<file path="src/common/vga_pkg.sv">
`default_nettype none

package vga_pkg;

  // widths.
  localparam int pos_width   = 10;
  localparam int digit_width = 4;
  localparam int seg_width   = 7;
  localparam int glyph_cols  = 5;
  localparam int line_width  = 3;
  localparam int rgb_width   = 3;

  // horizontal timing in pixels, 25 MHz pixel clock.
  localparam logic [pos_width-1:0] h_display = 10'd640;
  localparam logic [pos_width-1:0] h_front   = 10'd16;
  localparam logic [pos_width-1:0] h_sync    = 10'd96;
  localparam logic [pos_width-1:0] h_back    = 10'd48;
  localparam logic [pos_width-1:0] h_total   = h_display + h_front + h_sync + h_back;

  // vertical timing in lines.
  localparam logic [pos_width-1:0] v_display = 10'd480;
  localparam logic [pos_width-1:0] v_front   = 10'd10;
  localparam logic [pos_width-1:0] v_sync    = 10'd2;
  localparam logic [pos_width-1:0] v_back    = 10'd33;
  localparam logic [pos_width-1:0] v_total   = v_display + v_front + v_sync + v_back;

  // glyph geometry. cells are 16x16, each glyph pixel is 2x2 on screen.
  localparam int cell_shift  = 4; // digit index starts at this hpos bit.
  localparam int scale_shift = 1; // column and line start at this bit.
  localparam logic [line_width-1:0] glyph_first_col = 3'd3; // columns below are blank.

  // segment bit positions in the mask.
  localparam int seg_top         = 6;
  localparam int seg_upper_right = 5;
  localparam int seg_lower_right = 4;
  localparam int seg_bottom      = 3;
  localparam int seg_lower_left  = 2;
  localparam int seg_upper_left  = 1;
  localparam int seg_middle      = 0;

  // bitmap rows, left edge is the msb.
  localparam logic [glyph_cols-1:0] row_full  = 5'b11111;
  localparam logic [glyph_cols-1:0] row_left  = 5'b10000;
  localparam logic [glyph_cols-1:0] row_right = 5'b00001;

  localparam int rgb_green = 1; // red is bit 0, blue bit 2.

endpackage

`default_nettype wire

</file>
<file path="src/video/hvsync_generator.sv">
`default_nettype none

module hvsync_generator (
  input  logic                             clk,
  input  logic                             reset,
  output logic [vga_pkg::pos_width-1:0]    hpos,
  output logic [vga_pkg::pos_width-1:0]    vpos,
  output logic                             display_on,
  output logic                             hsync_raw,
  output logic                             vsync_raw
);

  localparam logic [vga_pkg::pos_width-1:0] h_last =
    vga_pkg::h_total - 10'd1;
  localparam logic [vga_pkg::pos_width-1:0] v_last =
    vga_pkg::v_total - 10'd1;

  // sync windows, 656..751 and 490..491.
  localparam logic [vga_pkg::pos_width-1:0] h_sync_first =
    vga_pkg::h_display + vga_pkg::h_front;
  localparam logic [vga_pkg::pos_width-1:0] h_sync_last =
    h_sync_first + vga_pkg::h_sync - 10'd1;
  localparam logic [vga_pkg::pos_width-1:0] v_sync_first =
    vga_pkg::v_display + vga_pkg::v_front;
  localparam logic [vga_pkg::pos_width-1:0] v_sync_last =
    v_sync_first + vga_pkg::v_sync - 10'd1;

  logic h_wrap;
  logic v_wrap;

  assign h_wrap = (hpos == h_last); // end of line.
  assign v_wrap = (vpos == v_last); // last line of frame.

  always_ff @(posedge clk) begin
    if (reset) begin
      hpos <= '0;
    end else if (h_wrap) begin
      hpos <= '0;
    end else begin
      hpos <= hpos + 10'd1;
    end
  end

  // vertical counter steps once per line.
  always_ff @(posedge clk) begin
    if (reset) begin
      vpos <= '0;
    end else if (h_wrap) begin
      if (v_wrap) begin
        vpos <= '0;
      end else begin
        vpos <= vpos + 10'd1;
      end
    end
  end

  assign display_on = (hpos < vga_pkg::h_display) && (vpos < vga_pkg::v_display);
  assign hsync_raw  = !((hpos >= h_sync_first) && (hpos <= h_sync_last)); // active low.
  assign vsync_raw  = !((vpos >= v_sync_first) && (vpos <= v_sync_last)); // active low.

  a_hpos_range: assert property (@(posedge clk) disable iff (reset)
    hpos < vga_pkg::h_total);

  a_vpos_range: assert property (@(posedge clk) disable iff (reset)
    vpos < vga_pkg::v_total);

endmodule

`default_nettype wire

</file>
<file path="src/glyph/seven_segment_decoder.sv">
`default_nettype none

// segment order, msb first: top, upper right, lower right, bottom,
// lower left, upper left, middle.
module seven_segment_decoder (
  input  logic [vga_pkg::digit_width-1:0] digit,
  output logic [vga_pkg::seg_width-1:0]   segments
);

  always_comb begin
    case (digit)
      4'd0:    segments = 7'b1111110;
      4'd1:    segments = 7'b0110000;
      4'd2:    segments = 7'b1101101;
      4'd3:    segments = 7'b1111001;
      4'd4:    segments = 7'b0110011;
      4'd5:    segments = 7'b1011011;
      4'd6:    segments = 7'b1011111;
      4'd7:    segments = 7'b1110000;
      4'd8:    segments = 7'b1111111;
      4'd9:    segments = 7'b1111011;
      default: segments = 7'b0000000; // 10..15 stay dark.
    endcase
  end

endmodule

`default_nettype wire

</file>
<file path="src/glyph/segments_to_bitmap.sv">
`default_nettype none

module segments_to_bitmap (
  input  logic [vga_pkg::seg_width-1:0]  segments,
  input  logic [vga_pkg::line_width-1:0] line,
  output logic [vga_pkg::glyph_cols-1:0] bits
);

  logic [vga_pkg::glyph_cols-1:0] top_row;
  logic [vga_pkg::glyph_cols-1:0] mid_row;
  logic [vga_pkg::glyph_cols-1:0] bot_row;
  logic [vga_pkg::glyph_cols-1:0] ul_edge;
  logic [vga_pkg::glyph_cols-1:0] ur_edge;
  logic [vga_pkg::glyph_cols-1:0] ll_edge;
  logic [vga_pkg::glyph_cols-1:0] lr_edge;
  logic [vga_pkg::glyph_cols-1:0] mid_left;
  logic [vga_pkg::glyph_cols-1:0] mid_right;

  // each segment masked onto the row it contributes to.
  assign top_row = {vga_pkg::glyph_cols{segments[vga_pkg::seg_top]}}    & vga_pkg::row_full;
  assign mid_row = {vga_pkg::glyph_cols{segments[vga_pkg::seg_middle]}} & vga_pkg::row_full;
  assign bot_row = {vga_pkg::glyph_cols{segments[vga_pkg::seg_bottom]}} & vga_pkg::row_full;
  assign ul_edge = {vga_pkg::glyph_cols{segments[vga_pkg::seg_upper_left]}}  & vga_pkg::row_left;
  assign ur_edge = {vga_pkg::glyph_cols{segments[vga_pkg::seg_upper_right]}} & vga_pkg::row_right;
  assign ll_edge = {vga_pkg::glyph_cols{segments[vga_pkg::seg_lower_left]}}  & vga_pkg::row_left;
  assign lr_edge = {vga_pkg::glyph_cols{segments[vga_pkg::seg_lower_right]}} & vga_pkg::row_right;

  // middle line takes an edge pixel from either vertical on that side.
  assign mid_left  = ul_edge | ll_edge;
  assign mid_right = ur_edge | lr_edge;

  // xor on the full rows clears a corner that an edge segment also hits.
  always_comb begin
    case (line)
      3'd0:    bits = top_row ^ ul_edge ^ ur_edge;
      3'd1:    bits = ul_edge ^ ur_edge;
      3'd2:    bits = mid_row ^ mid_left ^ mid_right;
      3'd3:    bits = ll_edge ^ lr_edge;
      3'd4:    bits = bot_row ^ ll_edge ^ lr_edge;
      default: bits = '0; // lines 5..7 are the gap below the glyph.
    endcase
  end

endmodule

`default_nettype wire

</file>
<file path="src/glyph/digit_renderer.sv">
`default_nettype none

module digit_renderer (
  input  logic                            clk,
  input  logic                            reset,
  input  logic [vga_pkg::pos_width-1:0]   hpos,
  input  logic [vga_pkg::pos_width-1:0]   vpos,
  input  logic                            display_on,
  input  logic                            hsync_raw,
  input  logic                            vsync_raw,
  output logic                            hsync,
  output logic                            vsync,
  output logic [vga_pkg::rgb_width-1:0]   rgb
);

  logic [vga_pkg::digit_width-1:0] digit;
  logic [vga_pkg::line_width-1:0]  xofs;
  logic [vga_pkg::line_width-1:0]  yofs;
  logic [vga_pkg::line_width-1:0]  pix_idx;
  logic [vga_pkg::seg_width-1:0]   segments;
  logic [vga_pkg::glyph_cols-1:0]  bits;
  logic                            pixel;
  logic [vga_pkg::rgb_width-1:0]   rgb_next;

  assign digit = hpos[vga_pkg::cell_shift +: vga_pkg::digit_width]; // one digit per 16 pixels.
  assign xofs  = hpos[vga_pkg::scale_shift +: vga_pkg::line_width];
  assign yofs  = vpos[vga_pkg::scale_shift +: vga_pkg::line_width];

  seven_segment_decoder u_decoder (
    .digit    (digit),
    .segments (segments)
  );

  segments_to_bitmap u_bitmap (
    .segments (segments),
    .line     (yofs),
    .bits     (bits)
  );

  // column 3 maps to bit 4, column 7 to bit 0.
  assign pix_idx = {vga_pkg::line_width{1'b1}} - xofs;
  assign pixel   = (xofs >= vga_pkg::glyph_first_col) ? bits[pix_idx] : 1'b0;

  always_comb begin
    rgb_next = '0; // red and blue stay dark.
    rgb_next[vga_pkg::rgb_green] = pixel && display_on;
  end

  // colour and both syncs leave in the same stage.
  always_ff @(posedge clk) begin
    if (reset) begin
      hsync <= 1'b1;
      vsync <= 1'b1;
      rgb   <= '0;
    end else begin
      hsync <= hsync_raw;
      vsync <= vsync_raw;
      rgb   <= rgb_next;
    end
  end

  a_blank_outside: assert property (@(posedge clk) disable iff (reset)
    !display_on |=> (rgb == '0));

endmodule

`default_nettype wire

</file>
<file path="src/logic/seven_segment_lcd.sv">
`default_nettype none

// digit row on a 640x480 screen, clk is the 25 MHz pixel clock.
module seven_segment_lcd (
  input  logic                          clk,
  input  logic                          reset,
  output logic                          hsync,
  output logic                          vsync,
  output logic [vga_pkg::rgb_width-1:0] rgb
);

  logic [vga_pkg::pos_width-1:0] hpos;
  logic [vga_pkg::pos_width-1:0] vpos;
  logic                          display_on;
  logic                          hsync_raw;
  logic                          vsync_raw;

  hvsync_generator u_hvsync_generator (
    .clk        (clk),
    .reset      (reset),
    .hpos       (hpos),
    .vpos       (vpos),
    .display_on (display_on),
    .hsync_raw  (hsync_raw),
    .vsync_raw  (vsync_raw)
  );

  // one register stage between scan position and the pins.
  digit_renderer u_digit_renderer (
    .clk        (clk),
    .reset      (reset),
    .hpos       (hpos),
    .vpos       (vpos),
    .display_on (display_on),
    .hsync_raw  (hsync_raw),
    .vsync_raw  (vsync_raw),
    .hsync      (hsync),
    .vsync      (vsync),
    .rgb        (rgb)
  );

endmodule

`default_nettype wire

</file>
<file path="config.mk">
export PLATFORM = sky130hd
export DESIGN_NAME = seven_segment_lcd
export DESIGN_NICKNAME = d
export VERILOG_FILES = /design/src/common/vga_pkg.sv /design/src/video/hvsync_generator.sv /design/src/glyph/seven_segment_decoder.sv /design/src/glyph/segments_to_bitmap.sv /design/src/glyph/digit_renderer.sv /design/src/logic/seven_segment_lcd.sv
export SDC_FILE = /design/constraint.sdc
export NUM_CORES = 1
export LEC_CHECK = 0
export BUFFER_PORTS_ARGS = -buffer_cell sky130_fd_sc_hd__clkbuf_2
export CELL_PAD_IN_SITES_DETAIL_PLACEMENT = 1
export CELL_PAD_IN_SITES_GLOBAL_PLACEMENT = 1
export CORE_UTILIZATION = 34
export CTS_CLUSTER_DIAMETER = 50
export DETAILED_ROUTE_END_ITERATION = 12
export GPL_TIMING_DRIVEN = 0
export PLACE_DENSITY_LB_ADDON = 0.12
export SYNTH_ARGS = -nofsm -noshare
export SYNTH_HDL_FRONTEND = slang
export SYNTH_SLANG_ARGS = --single-unit
</file>
<file path="constraint.sdc">
create_clock -name clk -period 2.4 [get_ports clk]
set_input_delay 0.12 -clock clk [delete_from_list [all_inputs] [get_ports clk]]
set_output_delay 0.12 -clock clk [all_outputs]
set_load 0.01 [all_outputs]
</file>
Word-level counts from Yosys, hierarchy flattened
Memories as Yosys holds them, arrays and structs flattened. A register that Yosys moved wholly into a read port is not among the register bits.
Cells that the tools add are included.

operators by class
  bitwise operators = 10
  $add $sub $neg = 3
  reductions and logical operators = 8
  mux-type cells = 6
  $lt $le $gt $ge = 8
  equal/unequal tests = 6

operator list
  operator                                                                              number
  5-bit case mux with 5 select lines                                                    1
  5-bit by 1-bit bitwise XOR with 5-bit output                                          5
  10-bit by 1-bit adder with 10-bit output, second input constant                       2
  10-bit equality test, second input constant                                           2
  5-bit bitwise XOR                                                                     3
  10-bit greater-or-equal comparator, second input constant                             1
  10-bit by 9-bit greater-or-equal comparator with 1-bit output, second input constant  1
  10-bit <= comparator, second input constant                                           1
  10-bit by 9-bit <= comparator with 1-bit output, second input constant                1
  10-bit < comparator, second input constant                                            1
  10-bit by 9-bit < comparator with 1-bit output, second input constant                 1
  10-bit two-way mux                                                                    1
  3-bit by 2-bit equality test with 1-bit output, second input constant                 2
  5-bit bitwise OR                                                                      1
  1-bit logical AND                                                                     4
  3-bit by 4-bit < comparator with 1-bit output, second input constant                  1
  4-bit two-way mux                                                                     1
  1-bit binary-select mux with 3-bit select                                             1
  3-bit by 1-bit equality test with 1-bit output, second input constant                 1
  3-bit equality test, second input constant                                            1
  3-bit by 2-bit greater-or-equal comparator with 1-bit output, second input constant   1
  3-bit zero test                                                                       1
  3-bit subtractor, first input constant                                                1
  1-bit zero test                                                                       2
  other kinds (3)                                                                       4

storage, ports and cells
  flip-flop bits (word level) = 25
  memories kept = 1
  input bits = 2
  logic and storage cells = 48
  memory bits (read-only) = 112
  output and inout bits = 5

memory list
  name              words  width  read ports  clocked after Yosys merged registers in  wr ports  RTL line                     text
  (name not given)  16     7      1           1                                        0         seven_segment_decoder.sv:11  case (digit)

Logic depth before layout (Yosys ltp)
Gate-level depths: netlist (run 1).

  depth in word-level cells = 8
  depth in mapped cells = 9
  depth with buffers taken out = 8

Modules after synthesis
Synthesis (run 1) repeated with hierarchy kept, for this count alone.

unflattened totals
  cell total of the unflattened synthesis = 188
  area, all modules = 1579.0 um^2

by module, submodules not included
  module                 instances  area each (um^2)  seq. area each (um^2)  cells each
  hvsync_generator       1          1038.5            400.4                  119
  seven_segment_decoder  1          219.0             0.0                    28
  segments_to_bitmap     1          177.7             0.0                    27
  digit_renderer         1          143.9             60.1                   14

Worst setup path before layout (run 1)
OpenSTA, ideal clock, no wires.

  kind = reg-to-reg
  start point = register u_hvsync_generator.hpos[1] (netlist bit)
  end point = register, netlist name u_digit_renderer.u_decoder.segments[5]
  setup time = 0.137 ns
  period minus slack after synthesis = 2.104 ns
  cell stages (with the launch flop) = 9
  required time = 2.263 ns
  data arrival time = 1.967 ns
  path buffers = 0
  slack = 0.296 ns
  path through = dfxtp_1 > ha_1 > nand4_4 > o41ai_4 > a21oi_1 > inv_1 > ha_1 > a21oi_1 > a21oi_1

between the ends
  longest elaborated chain between the ends = 3
  elaborated cells between the ends (all ways) = 4
  those cells by class = add/sub: 1; eq/ne: 1; mux: 1; reduce/logical: 1

RTL lines
  what                                                                                              RTL line                text
  from (decl)                                                                                       hvsync_generator.sv:6   output logic [vga_pkg::pos_width-1:0] hpos,
  from (signal assigned)                                                                            hvsync_generator.sv:40  hpos <= hpos + 10'd1;
  parallel branches: the longest is 2 deep, another holds 10-bit by 1-bit adder with 10-bit output  --
  4-bit two-way mux (no source line) (*)                                                            --

Mark *: on every way between the ends.
A chain may end at the register's enable or synchronous reset.

Final worst setup path (run 1)
  start point = register u_hvsync_generator.hpos[3] (netlist bit)
  end point = register, netlist name u_digit_renderer.u_decoder.segments[5]

between the ends
  longest elaborated chain between the ends = 3
  elaborated cells between the ends (all ways) = 4
  those cells by class = add/sub: 1; eq/ne: 1; mux: 1; reduce/logical: 1

RTL lines
  what
  parallel branches: the longest is 2 deep, another holds 10-bit by 1-bit adder with 10-bit output
  4-bit two-way mux (no source line) (*)

Marks and branches as above.

==> results of run 1 <==
## flip-flops by register name (all words and copies together), names as in the netlist
name / flops
u_hvsync_generator.hpos: 10
u_digit_renderer.hsync: 1
u_digit_renderer.rgb: 1
u_digit_renderer.u_decoder.segments: 7
u_hvsync_generator.vpos: 10
u_digit_renderer.vsync: 1
## logic make-up (layout without fill, tap and decap cells)
family	after synthesis	in the layout	share of synthesized area
and+or+nand+nor	81	81	0.270
AOI/OAI and AO/OA	31	31	0.141
DFF	30	30	0.352
buffers and inverters	18	31	0.0484
xor gates and xnor gates	17	17	0.0873
adders and majority gates	10	10	0.0734
muxes	4	4	0.0257
other	1	2	0.00220
## metal layers
metal,track usage,share of wire
met5,0,0
met4,0.0828,0.027
met3,0.0442,0.021
met2,0.312,0.53
met1,0.187,0.42
## power breakdown
part,total [W],switching (W),internal [W]
Clock,0.000393,0.000172,0.000220
Combinational,0.0000336,0.0000184,0.0000152
Sequential,0.000507,0.00000498,0.000502
## metrics by stage
step,worst slack [ns],util,cells
after floorplan,0.296,-,193
after global placement,-0.0844,0.378,263
after detailed placement,-0.126,0.378,263
after CTS,0.0656,0.396,269
after global routing,-0.00733,0.404,273
final,0.169,0.404,273
## final cells by class
type / count / area (um2) / share of cell area
multi-input combinational: 145 / 1040 / 0.537
sequential: 30 / 601 / 0.311
tap: 67 / 83.8 / 0.0434
clock buffer: 6 / 82.6 / 0.0427
timing repair buffer: 7 / 45.0 / 0.0233
buffer: 8 / 45.0 / 0.0233
inverter: 10 / 37.5 / 0.0194
## cell usage in the layout (no fill, tap or decap), types with 3 or more instances in the layout
cell type / Yosys / routed
o221ai_1: 3 / 3
clkbuf_8: 0 / 6
nor2_1: 23 / 23
and3_1: 5 / 5
nand3_1: 5 / 5
xnor2_1: 3 / 3
clkbuf_2: 0 / 3
o21ai_0: 6 / 6
xor2_1: 14 / 14
nor2b_1: 3 / 3
a21oi_1: 7 / 6
inv_1: 8 / 8
nand2b_1: 3 / 3
dfxtp_1: 30 / 30
buf_2: 3 / 3
nor3_1: 3 / 3
nand4_1: 4 / 4
nand2_1: 16 / 16
mux2i_1: 3 / 3
buf_4: 3 / 7
a21oi_2: 3 / 4
ha_1: 10 / 10
## timing repair
action	in CTS	in global routing
gates resized for setup	1	1
endpoints found under the setup margin	6	6
pin swaps	1	1
buffers inserted	0	4
## worst min-delay path by stage
stage / startpoint / endpoint / slack (ns)
global placement: u_hvsync_generator.hpos[0]$_SDFF_PP0_ / u_hvsync_generator.hpos[0]$_SDFF_PP0_ / 0.47
floorplan: u_digit_renderer.hsync$_SDFF_PP1_ / hsync / 0.42
detailed placement: u_hvsync_generator.hpos[0]$_SDFF_PP0_ / u_hvsync_generator.hpos[0]$_SDFF_PP0_ / 0.48
CTS: reset / u_hvsync_generator.hpos[2]$_SDFF_PP0_ / 0.23
global route: reset / u_hvsync_generator.vpos[0]$_SDFFE_PP0P_ / 0.26
finish: reset / u_hvsync_generator.hpos[2]$_SDFF_PP0_ / 0.24
==> impl_results.md, run 1 <==
- Status: complete, no violations
- Area of the die: 0.00530 mm2
- Routed length per instance: 14.3 um
- DP HPWL: 2970 um
- Count leader, synth: dfxtp_1
- Antenna Nets Post-Route: 0
- Worst Setup Start Kind: flop
- WS Path Type: flop to flop
- # DRC: 0
- Number of synthesized register bits: 30
- Syn. warnings: 0
- Layout filler cell count: 583
- Ys flop type: dfxtp_1
- Slew Limit Fails: 0
- Rows: 25
- Fmax: 0.448 GHz
- Worst r2r dst: u_digit_renderer.u_decoder.segments[5]$_DFF_P_
- Total number of vias: 1,391
- Critical path buffers and inverters: 1
- Setup crit end: u_digit_renderer.u_decoder.segments[5]$_DFF_P_
- Root Buffer: clkbuf_8
- Fin crit period: 2.23 ns
- Pwr Total: 0.000934 W
- Layout cells sized above 1: 0.180
- Largest fanout on the critical path: 6
- Setup_tns: 0 ns
- Pin count of the biggest net entering global routing: 11
- ANT cells: 0
- Data arrival time of the worst path: 2.38 ns
- Iteration-0 DRC count of the detailed router: 43
- Worst Max-Slew Pin Slew: 0.543 ns
- Synth area leaders: dfxtp_1 (35%), ha_1 (7.3%), xor2_1 (7.2%), nor2_1 (5.1%), nand2_1 (3.5%)
- Hold path cells: 2
- Chip width: 72.8 um
- Critical path's largest stage delay: 0.49 ns
- Worst hold margin: 0.239 ns
- Port Buf Inserts: 3
- CTS Buffer Depth: 2
- Post-synth top cells: dfxtp_1 (30), nor2_1 (23), nand2_1 (16)
- Vias per inst: 5.10
- Final WL: 3900 um
- Crit-path cells: nand3_2 -> or3_1 -> a21oi_2 -> inv_1 -> ha_1 -> a21oi_1 -> a21oi_1
- Pre-antenna DRT Iters: 2
- First-pass GRT wire length: 6870 um
- Relative max-transition margin: 0.633
- CP max-delay cell: dfxtp_1
- Die H: 72.8 um
- Largest area contributor in the netlist: dfxtp_1
- Top cell family by delay on the critical path: simple AND/OR/NAND/NOR gates
- Setup violators final: 0
- Worst skew pair latency: 0.28 ns
- Peak supply drop: 0.000152 V
- Number of distinct library cells after synthesis: 47
- Part of the Yosys area used for sequential elements: 0.352
- CTS Buf Count: 5
- Vias in the first global route: 1,466
- Initial Utilization: 0.356
- Cell count along the critical path: 7
- Clk slew on worst S/H paths: 0.06 ns
- Grt ovf: 0
- Top cell type's share of synthesized area: 0.352
- Worst Setup SP: u_hvsync_generator.hpos[3]$_SDFF_PP0_
- Worst reg2reg setup slack: 0.17 ns
- Core ar.: 0.00479 mm2
- # hold bufs at CTS: 0
- Post-Synthesis Cells: 192
- LEAKAGE: 0.726 nW
- Initial antenna violation count: 0
- Cell Pwr Density: 483 mW/mm2
- Avg Cell Area, Syn: 8.88 um2
- Cell mode on critical path: a21oi_1
- Nets: 219
- GR Util All Layers: 0.173
- Placement Cell Area: 0.00181 mm2
- Design area: 0.00193 mm2
- Cells on worst reg2reg path: 7
- Routability Congestion: 0.771
- Final hold vios: 0
- Worst r2r src: u_hvsync_generator.hpos[3]$_SDFF_PP0_
- Element type at the critical path end: flop
- Clock sinks: 30
- I/O pin count: 7
- Post-synth EDFFs: 0
- Max-Cap Viols: 0
- FFs w/ async S/R, synth: 0
- H-Tree Depth: 2
- Post-Syn Area: 0.00171 mm2
- P&R area growth vs syn: 13.4%
- Period utilisation layout: 0.930
- Crit path required time: 2.54 ns
- Worst Skew: 0.00896 ns
- Worst hold path type: input port to flop
- CTS tree: yes
Power figures use the tool's default switching activity.
==> inputs of run 2 (changes only) <==
GPL_TIMING_DRIVEN = unset   (was 0)
==> run 2 against run 1 <==
- setup slack improved by 0.077 ns
- wire length up 2.4%
- sequential cell count stayed put
- sequential share of layout area shrank 0.99 points
- critical path type unchanged
==> impl_results.md, run 2 (synthesis gave the netlist of run 1 again) <==
- Clock sinks: 30 (unchanged)
- Element type at the critical path end: flop
- Fin crit period: 2.15 ns (-0.0767 ns)
- Routed length per instance: 14.5 um (+1.6%)
- Commonest non-fill, non-tap cell in the layout: dfxtp_1
- Data arrival time of the worst path: 2.35 ns (-0.03 ns)
- Critical path's largest stage delay: 0.45 ns (-0.04 ns)
- Grt ovf: 0 (unchanged)
- Rows: 25 (unchanged)
- ANT cells: 0 (unchanged)
- Fmax: 0.464 GHz (+3.6%)
- Layout Utilization: 0.417 (+0.0133)
- Worst Max-Slew Pin Slew: 0.665 ns (+0.122 ns)
- CTS Buffer Depth: 2 (unchanged)
- Period utilisation layout: 0.898 (-0.0319)
- Met1 Track Usage GR: 0.180 (-0.00763)
- WS Path Type: flop to flop
- GR Util All Layers: 0.171 (-0.00204)
- LEAKAGE: 0.759 nW (+4.6%)
- Vias in the first global route: 1,447 (-1.3%)
- Worst hold path type: input port to flop
- Layout cells sized above 1: 0.197 (+0.0175)
- Relative max-transition margin: 0.551 (-0.0826)
- Register Area: 601 um2 (unchanged)
- Met2 usage: 0.315 (+0.00312)
- Vias per inst: 5.09 (-0.16%)
- Die H: 72.8 um (unchanged)
- Nets: 219 (unchanged)
- GRT busiest layer: met2
- Final WL: 3990 um (+2.4%)
- Clk slew on worst S/H paths: 0.07 ns (about the same)
- Chip width: 72.8 um (unchanged)
- Peak supply drop: 0.000222 V (+46%)
- Most frequent cells in the layout: dfxtp_1 (30), nor2_1 (23), nand2_1 (16)
- # hold bufs at CTS: 0 (unchanged)
- Iteration-0 DRC count of the detailed router: 27 (-37%)
- Cell Pwr Density: 588 mW/mm2 (+22%)
- RSZ-0062 raised after global routing: no
- # DRC: 0 (unchanged)
- Worst Skew: 0.00678 ns (-0.00217 ns)
- Pwr Total: 0.00117 W (+26%)
- I/O pin count: 7 (unchanged)
- Antenna Nets Post-Route: 0 (unchanged)
- First-pass GRT wire length: 6710 um (-2.3%)
- Core ar.: 0.00479 mm2 (unchanged)
- Slew Limit Fails: 0 (unchanged)
- P&R area growth vs syn: 17.1%
- Final hold vios: 0 (unchanged)
- Pre-antenna DRT Iters: 5 (+3)
- Layout filler cell count: 562 (-3.6%)
- Largest fanout on the critical path: 6 (unchanged)
- Root Buffer: clkbuf_8
- Setup_tns: 0 ns (unchanged)
- CTS tree: yes
- Total number of vias: 1,399 (+0.58%)
- Initial Utilization: 0.356 (unchanged)
- CP max-delay cell: dfxtp_1
- Area of the die: 0.00530 mm2 (unchanged)
- Crit-path cells: nand2_1 -> or3_1 -> a21oi_2 -> inv_1 -> ha_1 -> nand2b_1 -> o221ai_1
- Routability Congestion: 0.872 (+13%)
- Area of the multi-input gates: 0.00103 mm2 (-0.84%)
- Grt met3 use: 0.0539 (+0.00967)
- CTS Buf Count: 5 (unchanged)
- Port Buf Inserts: 4 (+1)
- Worst skew pair latency: 0.28 ns (about the same)
- Pin count of the biggest net entering global routing: 13 (+2)
- H-Tree Depth: 2 (unchanged)
- Crit path required time: 2.60 ns (+0.06 ns)
- DP HPWL: 3110 um (+4.5%)
- Setup violators final: 0 (unchanged)
- Initial antenna violation count: 0 (unchanged)
- Status: complete, no violations
- Max-Cap Viols: 0 (unchanged)
- Worst Setup Start Kind: flop
==> run 2: power by group <==
group | internal (W) | switching [W]
clock | 0.000443 | 0.000195
combinational | 0.0000122 | 0.0000179
sequential | 0.000502 | 0.00000480
total | 0.000957 | 0.000218
==> run 2: final cells by class <==
type,count,area share
well taps,67,0.0420
flip-flops and latches,30,0.301
clock buffers,6,0.0414
repair buffers,15,0.0514
multi-input cells,145,0.516
inverters,10,0.0188
clock inverters,2,0.0301
==> run 2: worst paths after layout <==
check,startpoint,endpoint,slack (ns),depth (start not counted)
min reg2reg,u_hvsync_generator.hpos[0]$_SDFF_PP0_,u_hvsync_generator.hpos[0]$_SDFF_PP0_,0.47,1
max,u_hvsync_generator.hpos[4]$_SDFF_PP0_,u_digit_renderer.u_decoder.segments[3]$_DFF_P_,0.25,7
max reg2reg,u_hvsync_generator.hpos[4]$_SDFF_PP0_,u_digit_renderer.u_decoder.segments[3]$_DFF_P_,0.25,7
min,reset,u_hvsync_generator.vpos[1]$_SDFFE_PP0P_,0.16,2
==> run 2: repair_timing <==
action                                  CTS  global route
resized for setup                         0             1
buffers inserted                          0             0
endpoints found under the setup margin    0             3
==> run 2: worst max-delay path, delay by kind of cell, from the launching register on <==
kind	cells	cell delay, ns
flops	1	0.45
compound gates	2	0.51
simple gates	3	0.77
fa+ha+maj	1	0.21
buf+inv	1	0.13
==> run 2: routing by layer <==
| metal | wire (um) | up-vias |
|---|---|---|
| met5 | 0 | - |
| met2 | 2130 | 19 |
| met3 | 92 | 4 |
| met4 | 48 | 0 |
| li1 | - | 694 |
| met1 | 1720 | 682 |
==> run 2: per-stage QoR <==
step	setup WS (ns)	cell area [um2]	instances	hold WS (ns)
detailed placement	0.130	1850	267	0.456
CTS	0.0717	1990	275	0.153
global placement	0.230	1850	267	0.449
floorplan	0.296	1710	193	0.424
finish	0.245	2000	275	0.160
global route	0.0678	2000	275	0.154
